--- src/rtl/control_config.svh ---
`ifndef CONTROL_CONFIG_SVH
`define CONTROL_CONFIG_SVH

// ****************************************
// Opcodes and funct codes
// ****************************************
`define OPCODE_RTYPE    6'b000000
`define OPCODE_ADDI     6'b001000
`define OPCODE_HALT     6'b111111

`define FUNCT_ADD       6'b100000
`define FUNCT_SUB       6'b100010
`define FUNCT_AND       6'b100100
`define FUNCT_SLL       6'b000000
`define FUNCT_SLT       6'b101010

// ****************************************
// Datapath operation and selector codes
// ****************************************
`define ALU_LOAD        3'd0
`define ALU_ADD         3'd1
`define ALU_SUB         3'd2
`define ALU_AND         3'd3
`define ALU_SLT         3'd7

`define SHIFT_LOAD      3'd1
`define SHIFT_LEFT      3'd2

`define MEMTOREG_SHIFT  4'd8
`define MEMTOREG_SLT    4'd4

`define SRCB_FOUR       2'd1
`define SRCB_IMM        2'd2

`define STEP_BITS       3
`define FETCH_LAST      3'd5    // Dispatch step of the fetch phase.

`endif
--- src/rtl/controlPkg.sv ---
`include "control_config.svh"

package controlPkg;

    // ****************************************
    // Instruction word, two decodings
    // ****************************************
    typedef struct packed {
        logic [5:0]  opcode;
        logic [4:0]  rs;
        logic [4:0]  rt;
        logic [4:0]  rd;
        logic [4:0]  shamt;
        logic [5:0]  funct;     // Selects the operation when opcode is R-type.
    } rTypeWord_t;

    typedef struct packed {
        logic [5:0]  opcode;
        logic [4:0]  rs;
        logic [4:0]  rt;
        logic [15:0] immediate;
    } iTypeWord_t;

    typedef union packed {
        rTypeWord_t rType;
        iTypeWord_t iType;
    } instrWord_t;

    typedef enum logic [2:0] {
        classAdd,
        classSub,
        classAnd,
        classSll,
        classSlt,
        classAddi,
        classHalt,
        classNone           // Unknown opcode or funct.
    } instrClass_e;

    typedef enum logic [2:0] {
        phaseFetch,
        phaseAdd,
        phaseSub,
        phaseAnd,
        phaseSll,
        phaseSlt,
        phaseAddi,
        phaseHalt
    } phase_e;

    typedef struct packed {
        phase_e                 phase;
        logic [`STEP_BITS-1:0]  step;
    } seqPoint_t;

    // ****************************************
    // Datapath control word
    // ****************************************
    typedef struct packed {
        logic       pcWrite;
        logic       memReadWrite;
        logic       irWrite;
        logic       regWrite;
        logic       aWrite;
        logic       bWrite;
        logic       aluOutWrite;
        logic [2:0] aluOp;
        logic       srcASel;
        logic [1:0] srcBSel;
        logic [1:0] regDestSel;
        logic [3:0] memToRegSel;
        logic       shiftAmtSel;
        logic       shiftSrcSel;
        logic [2:0] shiftOp;
    } controlWord_t;

endpackage

--- src/rtl/controlUnit.sv ---
module controlUnit (
    input  logic                     clock,
    input  logic                     reset,
    input  controlPkg::instrWord_t   instruction,
    output controlPkg::controlWord_t control,
    output logic                     resetOut
);

    import controlPkg::*;

    instrClass_e instrClass;
    seqPoint_t   point;         // Current phase and step.

    instructionDecoder instructionDecoder_inst (
        .instruction (instruction),
        .instrClass  (instrClass)
    );

    controlSequencer controlSequencer_inst (
        .clock      (clock),
        .reset      (reset),
        .instrClass (instrClass),
        .point      (point),
        .resetOut   (resetOut)
    );

    controlWordTable controlWordTable_inst (
        .clock   (clock),
        .reset   (reset),
        .point   (point),
        .control (control)
    );

endmodule

--- src/rtl/controlWordTable.sv ---
`include "control_config.svh"

module controlWordTable (
    input  logic                     clock,
    input  logic                     reset,
    input  controlPkg::seqPoint_t    point,
    output controlPkg::controlWord_t control
);

    import controlPkg::*;

    localparam logic [`STEP_BITS-1:0] irLoadStep  = `STEP_BITS'(3);
    localparam logic [`STEP_BITS-1:0] regReadStep = `STEP_BITS'(4);

    controlWord_t word;

    // ALU code of the two-step R-type arithmetic phases.
    function automatic logic [2:0] arithAluOp(phase_e phase);
        case (phase)
            phaseSub: return `ALU_SUB;
            phaseAnd: return `ALU_AND;
            default:  return `ALU_ADD;
        endcase
    endfunction

    // ****************************************
    // Sequence point to control word
    // ****************************************
    always_comb begin
        word = '0;
        case (point.phase)
            phaseFetch: begin
                if (point.step <= irLoadStep) begin
                    word.aluOp   = `ALU_ADD;        // PC plus four.
                    word.srcBSel = `SRCB_FOUR;
                end
                if (point.step == irLoadStep) begin
                    word.pcWrite = 1'b1;
                    word.irWrite = 1'b1;
                end
                if (point.step == regReadStep) begin
                    word.aluOp  = `ALU_LOAD;
                    word.aWrite = 1'b1;             // Latch both source registers.
                    word.bWrite = 1'b1;
                end
            end
            phaseAdd, phaseSub, phaseAnd: begin
                word.aluOutWrite = 1'b1;
                word.srcASel     = 1'b1;
                word.aluOp       = arithAluOp(point.phase);
                if (point.step == `STEP_BITS'(1)) begin
                    word.regWrite   = 1'b1;
                    word.regDestSel = 2'd1;         // Write to rd.
                end
            end
            phaseAddi: begin
                word.srcASel = 1'b1;
                if (point.step == '0) begin
                    word.aluOp       = `ALU_SUB;
                    word.aluOutWrite = 1'b1;
                    word.srcBSel     = `SRCB_IMM;
                end else begin
                    word.aluOp      = `ALU_ADD;
                    word.regWrite   = 1'b1;
                    word.regDestSel = 2'd0;         // Write to rt.
                end
            end
            phaseSll: begin
                word.regDestSel  = 2'd1;
                word.memToRegSel = `MEMTOREG_SHIFT;
                if (point.step == '0) begin
                    word.shiftAmtSel = 1'b1;        // Load rt with shamt.
                    word.shiftSrcSel = 1'b1;
                    word.shiftOp     = `SHIFT_LOAD;
                end else begin
                    word.shiftOp = `SHIFT_LEFT;
                end
                if (point.step == `STEP_BITS'(2)) begin
                    word.regWrite = 1'b1;
                end
            end
            phaseSlt: begin
                word.regWrite    = 1'b1;
                word.aluOp       = `ALU_SLT;
                word.srcASel     = 1'b1;
                word.regDestSel  = 2'd1;
                word.memToRegSel = `MEMTOREG_SLT;
            end
            default: begin
                word = '0;                          // halt drives nothing
            end
        endcase
    end

    // ****************************************
    // Output register
    // ****************************************
    always_ff @(posedge clock) begin
        if (reset) begin
            control <= '0;
        end else begin
            control <= word;
        end
    end

endmodule

--- src/rtl/controlSequencer.sv ---
`include "control_config.svh"

module controlSequencer (
    input  logic                    clock,
    input  logic                    reset,
    input  controlPkg::instrClass_e instrClass,
    output controlPkg::seqPoint_t   point,
    output logic                    resetOut
);

    import controlPkg::*;

    seqPoint_t nextPoint;
    logic      resetHeld;       // Reset was high on the previous edge.

    // Phase that the dispatch step enters for each instruction class.
    function automatic phase_e dispatchPhase(instrClass_e cls);
        case (cls)
            classAdd:  return phaseAdd;
            classSub:  return phaseSub;
            classAnd:  return phaseAnd;
            classSll:  return phaseSll;
            classSlt:  return phaseSlt;
            classAddi: return phaseAddi;
            classHalt: return phaseHalt;
            default:   return phaseFetch;
        endcase
    endfunction

    // Index of the final step of each execution phase.
    function automatic logic [`STEP_BITS-1:0] lastStep(phase_e phase);
        case (phase)
            phaseSll: return `STEP_BITS'(2);
            phaseSlt: return `STEP_BITS'(0);
            default:  return `STEP_BITS'(1);
        endcase
    endfunction

    // ****************************************
    // Next sequence point
    // ****************************************
    always_comb begin
        nextPoint = point;
        case (point.phase)
            phaseFetch: begin
                if (point.step == `FETCH_LAST) begin
                    nextPoint.phase = dispatchPhase(instrClass);
                    nextPoint.step  = '0;
                end else begin
                    nextPoint.step = point.step + 1'b1;
                end
            end
            phaseHalt: begin
                nextPoint = point;                  // Only reset leaves halt.
            end
            default: begin
                if (point.step == lastStep(point.phase)) begin
                    nextPoint.phase = phaseFetch;
                    nextPoint.step  = '0;
                end else begin
                    nextPoint.step = point.step + 1'b1;
                end
            end
        endcase
    end

    // ****************************************
    // State registers and two-stage reset
    // ****************************************
    always_ff @(posedge clock) begin
        resetHeld <= reset;
        if (reset) begin
            if (!resetHeld) begin
                point.phase <= phaseHalt;           // First reset cycle parks in halt.
                point.step  <= '0;
                resetOut    <= 1'b1;
            end else begin
                point.phase <= phaseFetch;
                point.step  <= '0;
                resetOut    <= 1'b0;
            end
        end else begin
            point    <= nextPoint;
            resetOut <= (nextPoint.phase == phaseHalt);
        end
    end

endmodule

--- src/rtl/instructionDecoder.sv ---
`include "control_config.svh"

module instructionDecoder (
    input  controlPkg::instrWord_t  instruction,
    output controlPkg::instrClass_e instrClass
);

    import controlPkg::*;

    always_comb begin
        instrClass = classNone;
        case (instruction.iType.opcode)
            `OPCODE_RTYPE: begin
                case (instruction.rType.funct)
                    `FUNCT_ADD: begin
                        instrClass = classAdd;
                    end
                    `FUNCT_SUB: begin
                        instrClass = classSub;
                    end
                    `FUNCT_AND: begin
                        instrClass = classAnd;
                    end
                    `FUNCT_SLL: begin
                        instrClass = classSll;
                    end
                    `FUNCT_SLT: begin
                        instrClass = classSlt;
                    end
                    default: begin
                        instrClass = classNone;     // Unsupported R-type operation.
                    end
                endcase
            end
            `OPCODE_ADDI: begin
                instrClass = classAddi;
            end
            `OPCODE_HALT: begin
                instrClass = classHalt;
            end
            default: begin
                instrClass = classNone;
            end
        endcase
    end

endmodule

--- config.mk ---
export PLATFORM = sky130hd
export DESIGN_NAME = controlUnit
export DESIGN_NICKNAME = d
export VERILOG_FILES = /design/src/rtl/controlPkg.sv /design/src/rtl/controlUnit.sv /design/src/rtl/controlWordTable.sv /design/src/rtl/controlSequencer.sv /design/src/rtl/instructionDecoder.sv
export VERILOG_INCLUDE_DIRS = /design/src /design/src/rtl
export SDC_FILE = /design/constraint.sdc
export NUM_CORES = 1
export LEC_CHECK = 0
export BUFFER_PORTS_ARGS = -buffer_cell sky130_fd_sc_hd__buf_2
export CAP_MARGIN = 10
export CORE_MARGIN = 5
export CORE_UTILIZATION = 30
export CTS_CLUSTER_DIAMETER = 60
export CTS_CLUSTER_SIZE = 28
export DETAILED_ROUTE_END_ITERATION = 10
export GPL_TIMING_DRIVEN = 0
export PLACE_DENSITY = 0.59
export REMOVE_ABC_BUFFERS = 1
export SYNTH_ARGS = -nofsm -noshare
export SYNTH_HDL_FRONTEND = slang
export SYNTH_SLANG_ARGS = --single-unit
--- constraint.sdc ---
create_clock -name clock -period 6.7 [get_ports clock]
set_input_delay 1.675 -clock clock [delete_from_list [all_inputs] [get_ports clock]]
set_output_delay 1.675 -clock clock [all_outputs]
set_load 0.02 [all_outputs]
==> results.ini, run 1 <==
[routing]
via_count=1074
drt_iter0_drc=69
first_pass_iters=4
drcViolationCount=0
wire_per_inst_microns=11.2
antenna_left=0
viasPerCell=4.75
wl_mm=2.52

[synth]
yosys-top-cells-area=dfxtp_1 30%, ha_1 8.4%, edfxtp_1 6.7%
synth_top_family_by_area=simple AND/OR/NAND/NOR gates
ys.flop_type=dfxtp_1
synth_mux_area_frac=0.00748
ys_ff_latch=23
yosys.area_share.simple=0.240
synth_common_cells=20 x dfxtp_1, 9 x a21oi_1, 9 x buf_4, 9 x ha_1, 9 x nor2_1
synth_edf_count=3
synth-xor-area-share=0.0131
ys_types=47
synth_cells=151
async_flop_share=0
synth-compound-area-share=0.165
ys_warn_count=0
synth-adder-area-share=0.0916
syn_area_per_cell_sq_um=8.87
yosys.area.top_type=dfxtp_1
synth.most_common_cell=dfxtp_1
yosysTopAreaCellShare=0.299
syn_area_sq_um=1340
ys_seq_area_frac=0.366

[worst_setup_path]
cp_slowest_cell=or4_4
required_ns=6.84
end_kind=register
critPathMaxStageDelay_ns=0.52
criticalPathCategory=in2reg
crit_chain=buf_2 -> or4_4 -> or3_4 -> o31ai_2 -> inv_1 -> ha_1 -> nor3_1 -> o31a_1 -> o31a_1 -> mux2i_1
arrival_ns=3.93
cp_common_cell=o31a_1
crit_path_start_kind=primary input
cp_max_fo=4

[clock_network]
cts.path.max_buffers=2
cts_sinks=23
htree_levels=1
insertion_delay_ns=0.26
post_cts_buffers=0
numCtsBuffers=3
cts_resized=0
clk_pin_slew_ns=0.07
cts_hold_buffers=0
tritoncts=done
cts_root_buf=clkbuf_8

[status]
status=finished clean

[die]
die_height_microns=76.8
start_util=0.307
io_pins=59
core-area_sq_um=4350
die_w_microns=76.8
num_rows=24
dieArea_sq_um=5900

[timing]
fmax_ghz=0.264
rsz0062_at_grt=false
hold_viol_final=0
worst_pin_slew_ns=0.640
finalCritPeriodShare=0.565
fin_crit_ns=3.78
relSlewSlack=0.573
drv_slew=0
skew_ns=0.00441
setup_viol_count_final=0
tns_ns=0

[placed_design]
portBuffers=33
place_hpwl_mm=1.94
gp_congestion=0.771
dp_cells=222

[min_path]
hold_class=reg2reg

[global_route]
grt_pass1_vias=1014
grt_pass1_wl_mm=4.39
antenna_found_initial=0
grt_max_degree=21
grt.total_usage=0.0871
grt_overflow=0

[power_and_ir_drop]
powerDensity_nw_per_um2=306
power_leakage_nw=0.680
peakVddDrop_uv=81.5

[cells_and_area]
nets=218
diodes=0
final_cells=226
area_delta_synth_final_pct=12.6
drive_gt1_frac=0.259

[run]
drv_cap=0

[through the flow]
step / hold WS [ns] / util / instance area (sq um) / total power [mW] / setup WS [ns]
after detailed placement: 0.435 / 0.336 / 1460 / 0.383 / 2.62
after CTS: 0.434 / 0.346 / 1510 / 0.468 / 2.90
after global routing: 0.447 / 0.346 / 1510 / 0.505 / 2.78
after floorplan: 0.409 / - / 1230 / 0.331 / 2.91
final: 0.433 / 0.346 / 1510 / 0.462 / 2.92
after global placement: 0.417 / 0.336 / 1460 / 0.381 / 2.63
[kinds of logic (layout without fill, tap and decap cells)]
| logic type | Yosys count | in the layout |
|---|---|---|
| DFF | 23 | 23 |
| muxes | 1 | 1 |
| AOI/OAI and AO/OA | 33 | 33 |
| adders and majority gates | 10 | 10 |
| buffers and inverters | 26 | 45 |
| other | 1 | 5 |
| xor gates and xnor gates | 2 | 2 |
| and+or+nand+nor | 55 | 55 |
[critical path, delay by kind of cell]
family                   cells  cell delay, ns
multiplexers                 1            0.08
buffers and inverters        2            0.22
AND/OR/NAND/NOR              3            1.06
AO/OA/AOI/OAI                3            0.68
adder cells (fa/ha/maj)      1            0.21
[routing by layer]
layer,vias to the layer above,track usage,part of all wire
li1,558,-,-
met2,37,0.141,0.44
met4,0,0.0332,0.012
met1,475,0.106,0.46
met3,4,0.0293,0.086
met5,-,0,0
[state kept, by name, summed over array words and instances (netlist names)]
name and cells:
controlWordTable_inst.control 15, controlSequencer_inst.point 6, controlSequencer_inst.resetHeld 1, controlSequencer_inst.resetOut 1
[where the power goes]
group | switching (mW) | leakage (nW) | internal (mW)
Clock | 0.0403 | 0.0228 | 0.0424
Sequential | 0.0379 | 0.200 | 0.166
Combinational | 0.100 | 0.457 | 0.0750
[final cells by class]
type	instances	area [sq um]
Inverter	8	30.0
Tap cell	52	65.1
Fill cell	463	2850
Timing Repair Buffer	33	165
Sequential cell	23	490
Multi-Input combinational cell	106	712
Clock buffer	4	45.0
[layout by cell type, fill, tap and decap left out, types with 3 or more instances in the layout]
cell / instances
nand2_1: 6
dfxtp_1: 20
nor2_1: 9
a31oi_1: 3
buf_2: 33
nor2b_1: 7
a21oi_1: 9
nand2b_1: 3
o21ai_0: 4
nor3_1: 8
inv_1: 7
o21ai_1: 4
clkbuf_8: 3
edfxtp_1: 3
ha_1: 9
conb_1: 5
[worst paths after layout]
check                                                       to  cells after the start  slack [ns]                            start
worst min register to register  controlSequencer_inst.point[5]                      1        0.43  controlSequencer_inst.resetHeld
worst min-delay path            controlSequencer_inst.point[5]                      1        0.43  controlSequencer_inst.resetHeld
worst max register to register  controlSequencer_inst.point[0]                      5        4.82   controlSequencer_inst.point[0]
worst max-delay path            controlSequencer_inst.point[5]                     10        2.92                  instruction[31]
No activity file was read; power rests on OpenSTA's default activity.
==> run 2: changes to the inputs <==
--- a/config.mk
+++ b/config.mk
@@ -14,7 +14,7 @@
 export CTS_CLUSTER_SIZE = 28
 export DETAILED_ROUTE_END_ITERATION = 10
 export GPL_TIMING_DRIVEN = 0
-export PLACE_DENSITY = 0.59
+export PLACE_DENSITY = 0.61
 export REMOVE_ABC_BUFFERS = 1
 export SYNTH_ARGS = -nofsm -noshare
 export SYNTH_HDL_FRONTEND = slang
==> constraint.sdc (replaced) <==
create_clock -name clock -period 3.3 [get_ports clock]
set_input_delay 0.825 -clock clock [delete_from_list [all_inputs] [get_ports clock]]
set_output_delay 0.825 -clock clock [all_outputs]
set_load 0.02 [all_outputs]
==> run 2 against run 1 <==
Net effect:
- final cell count stayed put
- hold slack better by 0.0087 ns
- combinational power is 100% higher
- non-clock buffer count stayed put
- register-to-register slack worse by 3.4 ns
- clock-buffer cell count stayed put
==> results.ini, run 2 (same netlist as run 1, synthesis figures left out) <==
[status]
status=finished clean

[global_route]
grt.total_usage=0.0888  ; +0.00168
grt_pass1_wl_mm=4.38  ; -0.16%
grt_pass1_vias=1020  ; +0.59%
grt_overflow=0  ; unchanged
antenna_found_initial=0  ; unchanged
grt_max_degree=21  ; unchanged

[routing]
drt_iter0_drc=62  ; -10%
drcViolationCount=0  ; unchanged
wl_mm=2.49  ; -1.3%
wire_per_inst_microns=11.0  ; -1.3%
antenna_left=0  ; unchanged
first_pass_iters=4  ; unchanged
via_count=1081  ; +0.65%
viasPerCell=4.78  ; +0.65%

[die]
dieArea_sq_um=5900  ; unchanged
die_w_microns=76.8  ; unchanged
start_util=0.307  ; unchanged
io_pins=59  ; unchanged
num_rows=24  ; unchanged
core-area_sq_um=4350  ; unchanged
die_height_microns=76.8  ; unchanged

[worst_setup_path]
critPathTopFamily=simple AND/OR/NAND/NOR gates
crit_buf_inv=2  ; unchanged
arrival_ns=3.08  ; -0.85 ns
crit_cells=10  ; unchanged
crit_chain=buf_2 -> or4_4 -> or3_4 -> o31ai_2 -> inv_1 -> ha_1 -> nor3_1 -> o31a_1 -> o31a_1 -> mux2i_1
r2r_setup_slack_ns=1.44  ; -3.38 ns
cp_slowest_cell=or4_4
reg2reg_from=controlSequencer_inst.point[0]
critPathMaxStageDelay_ns=0.52  ; about the same
cp_max_fo=4  ; unchanged
crit_path_start_kind=primary input
required_ns=3.45  ; -3.39 ns
cp_common_cell=o31a_1
ff2ff_path_depth=5  ; unchanged
end_kind=register
r2r-end=controlSequencer_inst.point[0]
criticalPathCategory=in2reg

[timing]
fin_crit_ns=2.93
relSlewSlack=0.593  ; +0.0196
worst_pin_slew_ns=0.610  ; -0.0294 ns
hold_viol_final=0  ; unchanged
tns_ns=0  ; unchanged
setup_viol_count_final=0  ; unchanged
rsz0062_at_grt=false
finalCritPeriodShare=0.887
drv_slew=0  ; unchanged
skew_ns=0.00260  ; -0.00181 ns
fmax_ghz=0.341

[min_path]
hold_end=controlSequencer_inst.point[5]
min-delay-start=controlSequencer_inst.resetHeld
min_path_cells=1  ; unchanged
hold_class=reg2reg

[cells_and_area]
reg.largest.list=controlWordTable_inst.control: 15 flops, controlSequencer_inst.point: 6 flops
final_common_cell=buf_2
largest_reg_flops=15  ; unchanged
drive_gt1_frac=0.259  ; unchanged
area_delta_synth_final_pct=12.6  ; unchanged
largest_register=controlWordTable_inst.control
nets=218  ; unchanged
final_util=0.346  ; unchanged
diodes=0  ; unchanged
mostFrequentLayoutCells=33 x buf_2, 20 x dfxtp_1, 9 x nor2_1, 9 x a21oi_1, 9 x ha_1

[clock_network]
post_cts_buffers=0  ; unchanged
numCtsBuffers=3  ; unchanged
tritoncts=done
cts_resized=0  ; unchanged
htree_levels=1  ; unchanged
cts_sinks=23  ; unchanged
insertion_delay_ns=0.26  ; about the same
cts.path.max_buffers=2  ; unchanged
cts_root_buf=clkbuf_8
clk_pin_slew_ns=0.08  ; about the same
cts_hold_buffers=0  ; unchanged

[placed_design]
gp_congestion=0.778  ; +0.91%
portBuffers=33  ; unchanged
place_hpwl_mm=1.92  ; -0.67%

[power_and_ir_drop]
powerDensity_nw_per_um2=623  ; +100%
peakVddDrop_uv=173  ; +110%
power_mw=0.940  ; +100%
power_leakage_nw=0.680  ; unchanged

[run]
drv_cap=0  ; unchanged

-- run 2: through the flow --
| stage | hold slack [ns] | area [sq um] | std cells | setup WS, ns |
|---|---|---|---|---|
| floorplan | 0.409 | 1230 | 137 | 0.362 |
| global placement | 0.419 | 1460 | 222 | 0.0814 |
| detailed placement | 0.442 | 1460 | 222 | 0.0563 |
| CTS | 0.451 | 1510 | 226 | 0.349 |
| global route | 0.477 | 1510 | 226 | 0.221 |
| finish | 0.442 | 1510 | 226 | 0.372 |
-- run 2: worst max-delay path by stage --
stage | start | endpoint | slack (ns)
after detailed placement | instruction[31] | controlSequencer_inst.point[5] | 0.06
after floorplan | instruction[31] | controlSequencer_inst.point[5] | 0.36
after global routing | instruction[31] | controlSequencer_inst.point[5] | 0.22
final | instruction[31] | controlSequencer_inst.point[5] | 0.37
after CTS | instruction[31] | controlSequencer_inst.point[5] | 0.35
after global placement | instruction[31] | controlSequencer_inst.point[5] | 0.08
-- run 2: report_power, final --
group | total (mW) | switching (mW) | internal (mW) | leakage [nW]
sequential | 0.415 | 0.0772 | 0.337 | 0.200
combinational | 0.355 | 0.203 | 0.152 | 0.457
clock | 0.170 | 0.0843 | 0.0861 | 0.0228
total | 0.940 | 0.364 | 0.575 | 0.680
-- run 2: layer usage --
metal  track usage  vias up  routed length [microns]  part of all wire
met4        0.0420        0                       44             0.018
met5             0        -                        0                 0
met3        0.0269        4                      224             0.090
li1              -      562                        -                 -
met1         0.110      480                     1110              0.45
met2         0.139       35                     1110              0.44
-- run 2: layout make-up --
| cell class | instances | area [sq um] |
|---|---|---|
| Tap cell | 52 | 65.1 |
| Clock buffer | 4 | 45.0 |
| Timing Repair Buffer | 33 | 165 |
| Inverter | 8 | 30.0 |
| Multi-Input combinational cell | 106 | 712 |
| Fill cell | 455 | 2850 |
| Sequential cell | 23 | 490 |
==> run 3: changes to the inputs <==
--- a/config.mk
+++ b/config.mk
@@ -9,12 +9,12 @@
 export BUFFER_PORTS_ARGS = -buffer_cell sky130_fd_sc_hd__buf_2
 export CAP_MARGIN = 10
 export CORE_MARGIN = 5
-export CORE_UTILIZATION = 30
+export CORE_UTILIZATION = 42
 export CTS_CLUSTER_DIAMETER = 60
 export CTS_CLUSTER_SIZE = 28
 export DETAILED_ROUTE_END_ITERATION = 10
 export GPL_TIMING_DRIVEN = 0
-export PLACE_DENSITY = 0.61
+export PLACE_DENSITY = 0.79
 export REMOVE_ABC_BUFFERS = 1
 export SYNTH_ARGS = -nofsm -noshare
 export SYNTH_HDL_FRONTEND = slang
==> run 3 against run 2 <==
Net effect:
- non-clock buffer count unchanged
- via count increased by 0.19%
- core utilization increased by 14 points
- sequential power about the same
- critical path type unchanged
- highest routed layer unchanged
==> results.ini, run 3 (same netlist as run 1, synthesis figures left out) <==
[status]
status=finished clean

[timing]
tns_ns=0  ; unchanged
relSlewSlack=0.583  ; -0.00947
finalCritPeriodShare=0.885  ; -0.00224
hold_viol_final=0  ; unchanged
setup_viol_count_final=0  ; unchanged
rsz0062_at_grt=false
worst_pin_slew_ns=0.624  ; +0.0142 ns
skew_ns=0.00239  ; -0.000214 ns
fin_crit_ns=2.92  ; -0.00741 ns
drv_slew=0  ; unchanged
fmax_ghz=0.342  ; +0.25%

[power_and_ir_drop]
p_comb_frac=0.399  ; +0.022
pwr-share-seq=0.463  ; +0.022
clockPowerShare=0.138  ; -0.043
peakVddDrop_uv=189  ; +9.7%
power_leakage_nw=0.672  ; -1.1%
power_switching_mw=0.357  ; -1.9%
powerDensity_nw_per_um2=605  ; -3.0%
switching_share=0.399  ; +0.0118
p_int_mw=0.537  ; -6.6%

[min_path]
min-delay-start=controlSequencer_inst.resetHeld
hold_end=controlSequencer_inst.point[5]
hold_class=reg2reg
min_path_cells=1  ; unchanged

[worst_setup_path]
reg2reg_from=controlSequencer_inst.point[0]
criticalPathCategory=in2reg
cp_max_fo=4  ; unchanged
required_ns=3.49  ; +0.04 ns
r2r_setup_slack_ns=1.40  ; -0.04 ns
r2r-end=controlSequencer_inst.point[0]
arrival_ns=3.12  ; +0.04 ns
end_kind=register
crit_path_start_kind=primary input
ff2ff_path_depth=5  ; unchanged

[placed_design]
place_hpwl_mm=1.87  ; -2.8%
dp_cells=214  ; -3.6%
portBuffers=33  ; unchanged
gp_congestion=0.857  ; +10%

[routing]
drcViolationCount=0  ; unchanged
wl_mm=2.42  ; -2.7%
via_count=1083  ; +0.19%
wire_per_inst_microns=11.1  ; +0.92%
antenna_left=0  ; unchanged
drt_iter0_drc=37  ; -40%
viasPerCell=4.97  ; +3.9%
first_pass_iters=4  ; unchanged

[die]
die_height_microns=66.5  ; -13%
dieArea_sq_um=4420  ; -25%
num_rows=20  ; -17%
core-area_sq_um=3050  ; -30%
die_w_microns=66.5  ; -13%
start_util=0.439  ; +0.131
io_pins=59  ; unchanged

[cells_and_area]
reg.largest.list=controlWordTable_inst.control: 15 flops, controlSequencer_inst.point: 6 flops
drive_gt1_frac=0.259  ; unchanged
fillers=316  ; -31%
nets=218  ; unchanged
largest_reg_flops=15  ; unchanged
final_cells=218  ; -3.5%
largest_register=controlWordTable_inst.control
mostFrequentLayoutCells=33 x buf_2, 20 x dfxtp_1, 9 x nor2_1, 9 x a21oi_1, 9 x ha_1
diodes=0  ; unchanged
final_common_cell=buf_2
area_delta_synth_final_pct=10.5
multi_input_area_sq_um=712  ; unchanged
regArea_sq_um=490  ; unchanged

[global_route]
grt_pass1_vias=962  ; -5.7%
grt.total_usage=0.107  ; +0.0179
antenna_found_initial=0  ; unchanged
grt_pass1_wl_mm=3.82  ; -13%
grt_overflow=0  ; unchanged
grt_max_degree=21  ; unchanged

[clock_network]
insertion_delay_ns=0.30  ; +0.04 ns
cts_hold_buffers=0  ; unchanged
cts_sinks=23  ; unchanged
tritoncts=done
numCtsBuffers=3  ; unchanged
cts.path.max_buffers=2  ; unchanged
htree_levels=1  ; unchanged
cts_resized=0  ; unchanged
post_cts_buffers=0  ; unchanged
clk_pin_slew_ns=0.11  ; +0.03 ns
cts_root_buf=clkbuf_4

[run]
drv_cap=0  ; unchanged

run 3: cell count changes in the layout (fill, tap and decap cells not counted):
cell,change
clkbuf_4,+3
clkbuf_8,-3
run 3: stage by stage:
stage / instance area [sq um] / utilization / power, mW / hold WS (ns) / worst slack, ns
3_5_place_dp: 1450 / 0.476 / 0.773 / 0.424 / 0.0200
3_3_place_gp: 1450 / 0.476 / 0.767 / 0.417 / 0.0898
4_1_cts: 1480 / 0.484 / 0.897 / 0.442 / 0.359
6_report: 1480 / 0.484 / 0.894 / 0.437 / 0.379
5_1_grt: 1480 / 0.484 / 0.954 / 0.463 / 0.219
2_1_floorplan: 1230 / - / 0.672 / 0.409 / 0.362
run 3: worst max path at each step:
stage	startpoint	to	slack (ns)	depth (start not counted)
finish	instruction[31]	controlSequencer_inst.point[5]	0.38	10
global placement	instruction[31]	controlSequencer_inst.point[5]	0.09	10
global route	instruction[31]	controlSequencer_inst.point[5]	0.22	10
floorplan	instruction[31]	controlSequencer_inst.point[5]	0.36	9
CTS	instruction[31]	controlSequencer_inst.point[5]	0.36	10
detailed placement	instruction[31]	controlSequencer_inst.point[5]	0.02	10
run 3: area by class of cell:
class / count / share of cell area
Timing Repair Buffer: 33 / 0.112
Multi-Input combinational cell: 106 / 0.481
Tap cell: 44 / 0.0372
Clock buffer: 4 / 0.0178
Sequential cell: 23 / 0.332
Inverter: 8 / 0.0203
run 3: per-layer routing:
metal  share of wire  wire, microns  global-route usage  vias up
met2            0.47           1130               0.192       41
met4          0.0095             23              0.0381        0
met3           0.075            182              0.0185        4
li1                -              -                   -      559
met1            0.45           1090               0.125      479
met5               0              0                   0        -
run 3: critical path, stage by stage:
cell     delay, ns
buf_2         0.10
or4_4         0.52
or3_4         0.35
o31ai_2       0.34
inv_1         0.12
ha_1          0.21
nor3_1        0.21
o31a_1        0.18
o31a_1        0.18
mux2i_1       0.08
run 3: power groups by stage:
stage               Sequential [mW]  Combinational, mW  Clock (mW)
finish                        0.414              0.357       0.123
global route                  0.421              0.396       0.137
CTS                           0.411              0.358       0.128
detailed placement            0.418              0.356           0
global placement              0.416              0.350           0
floorplan                     0.444              0.228           0
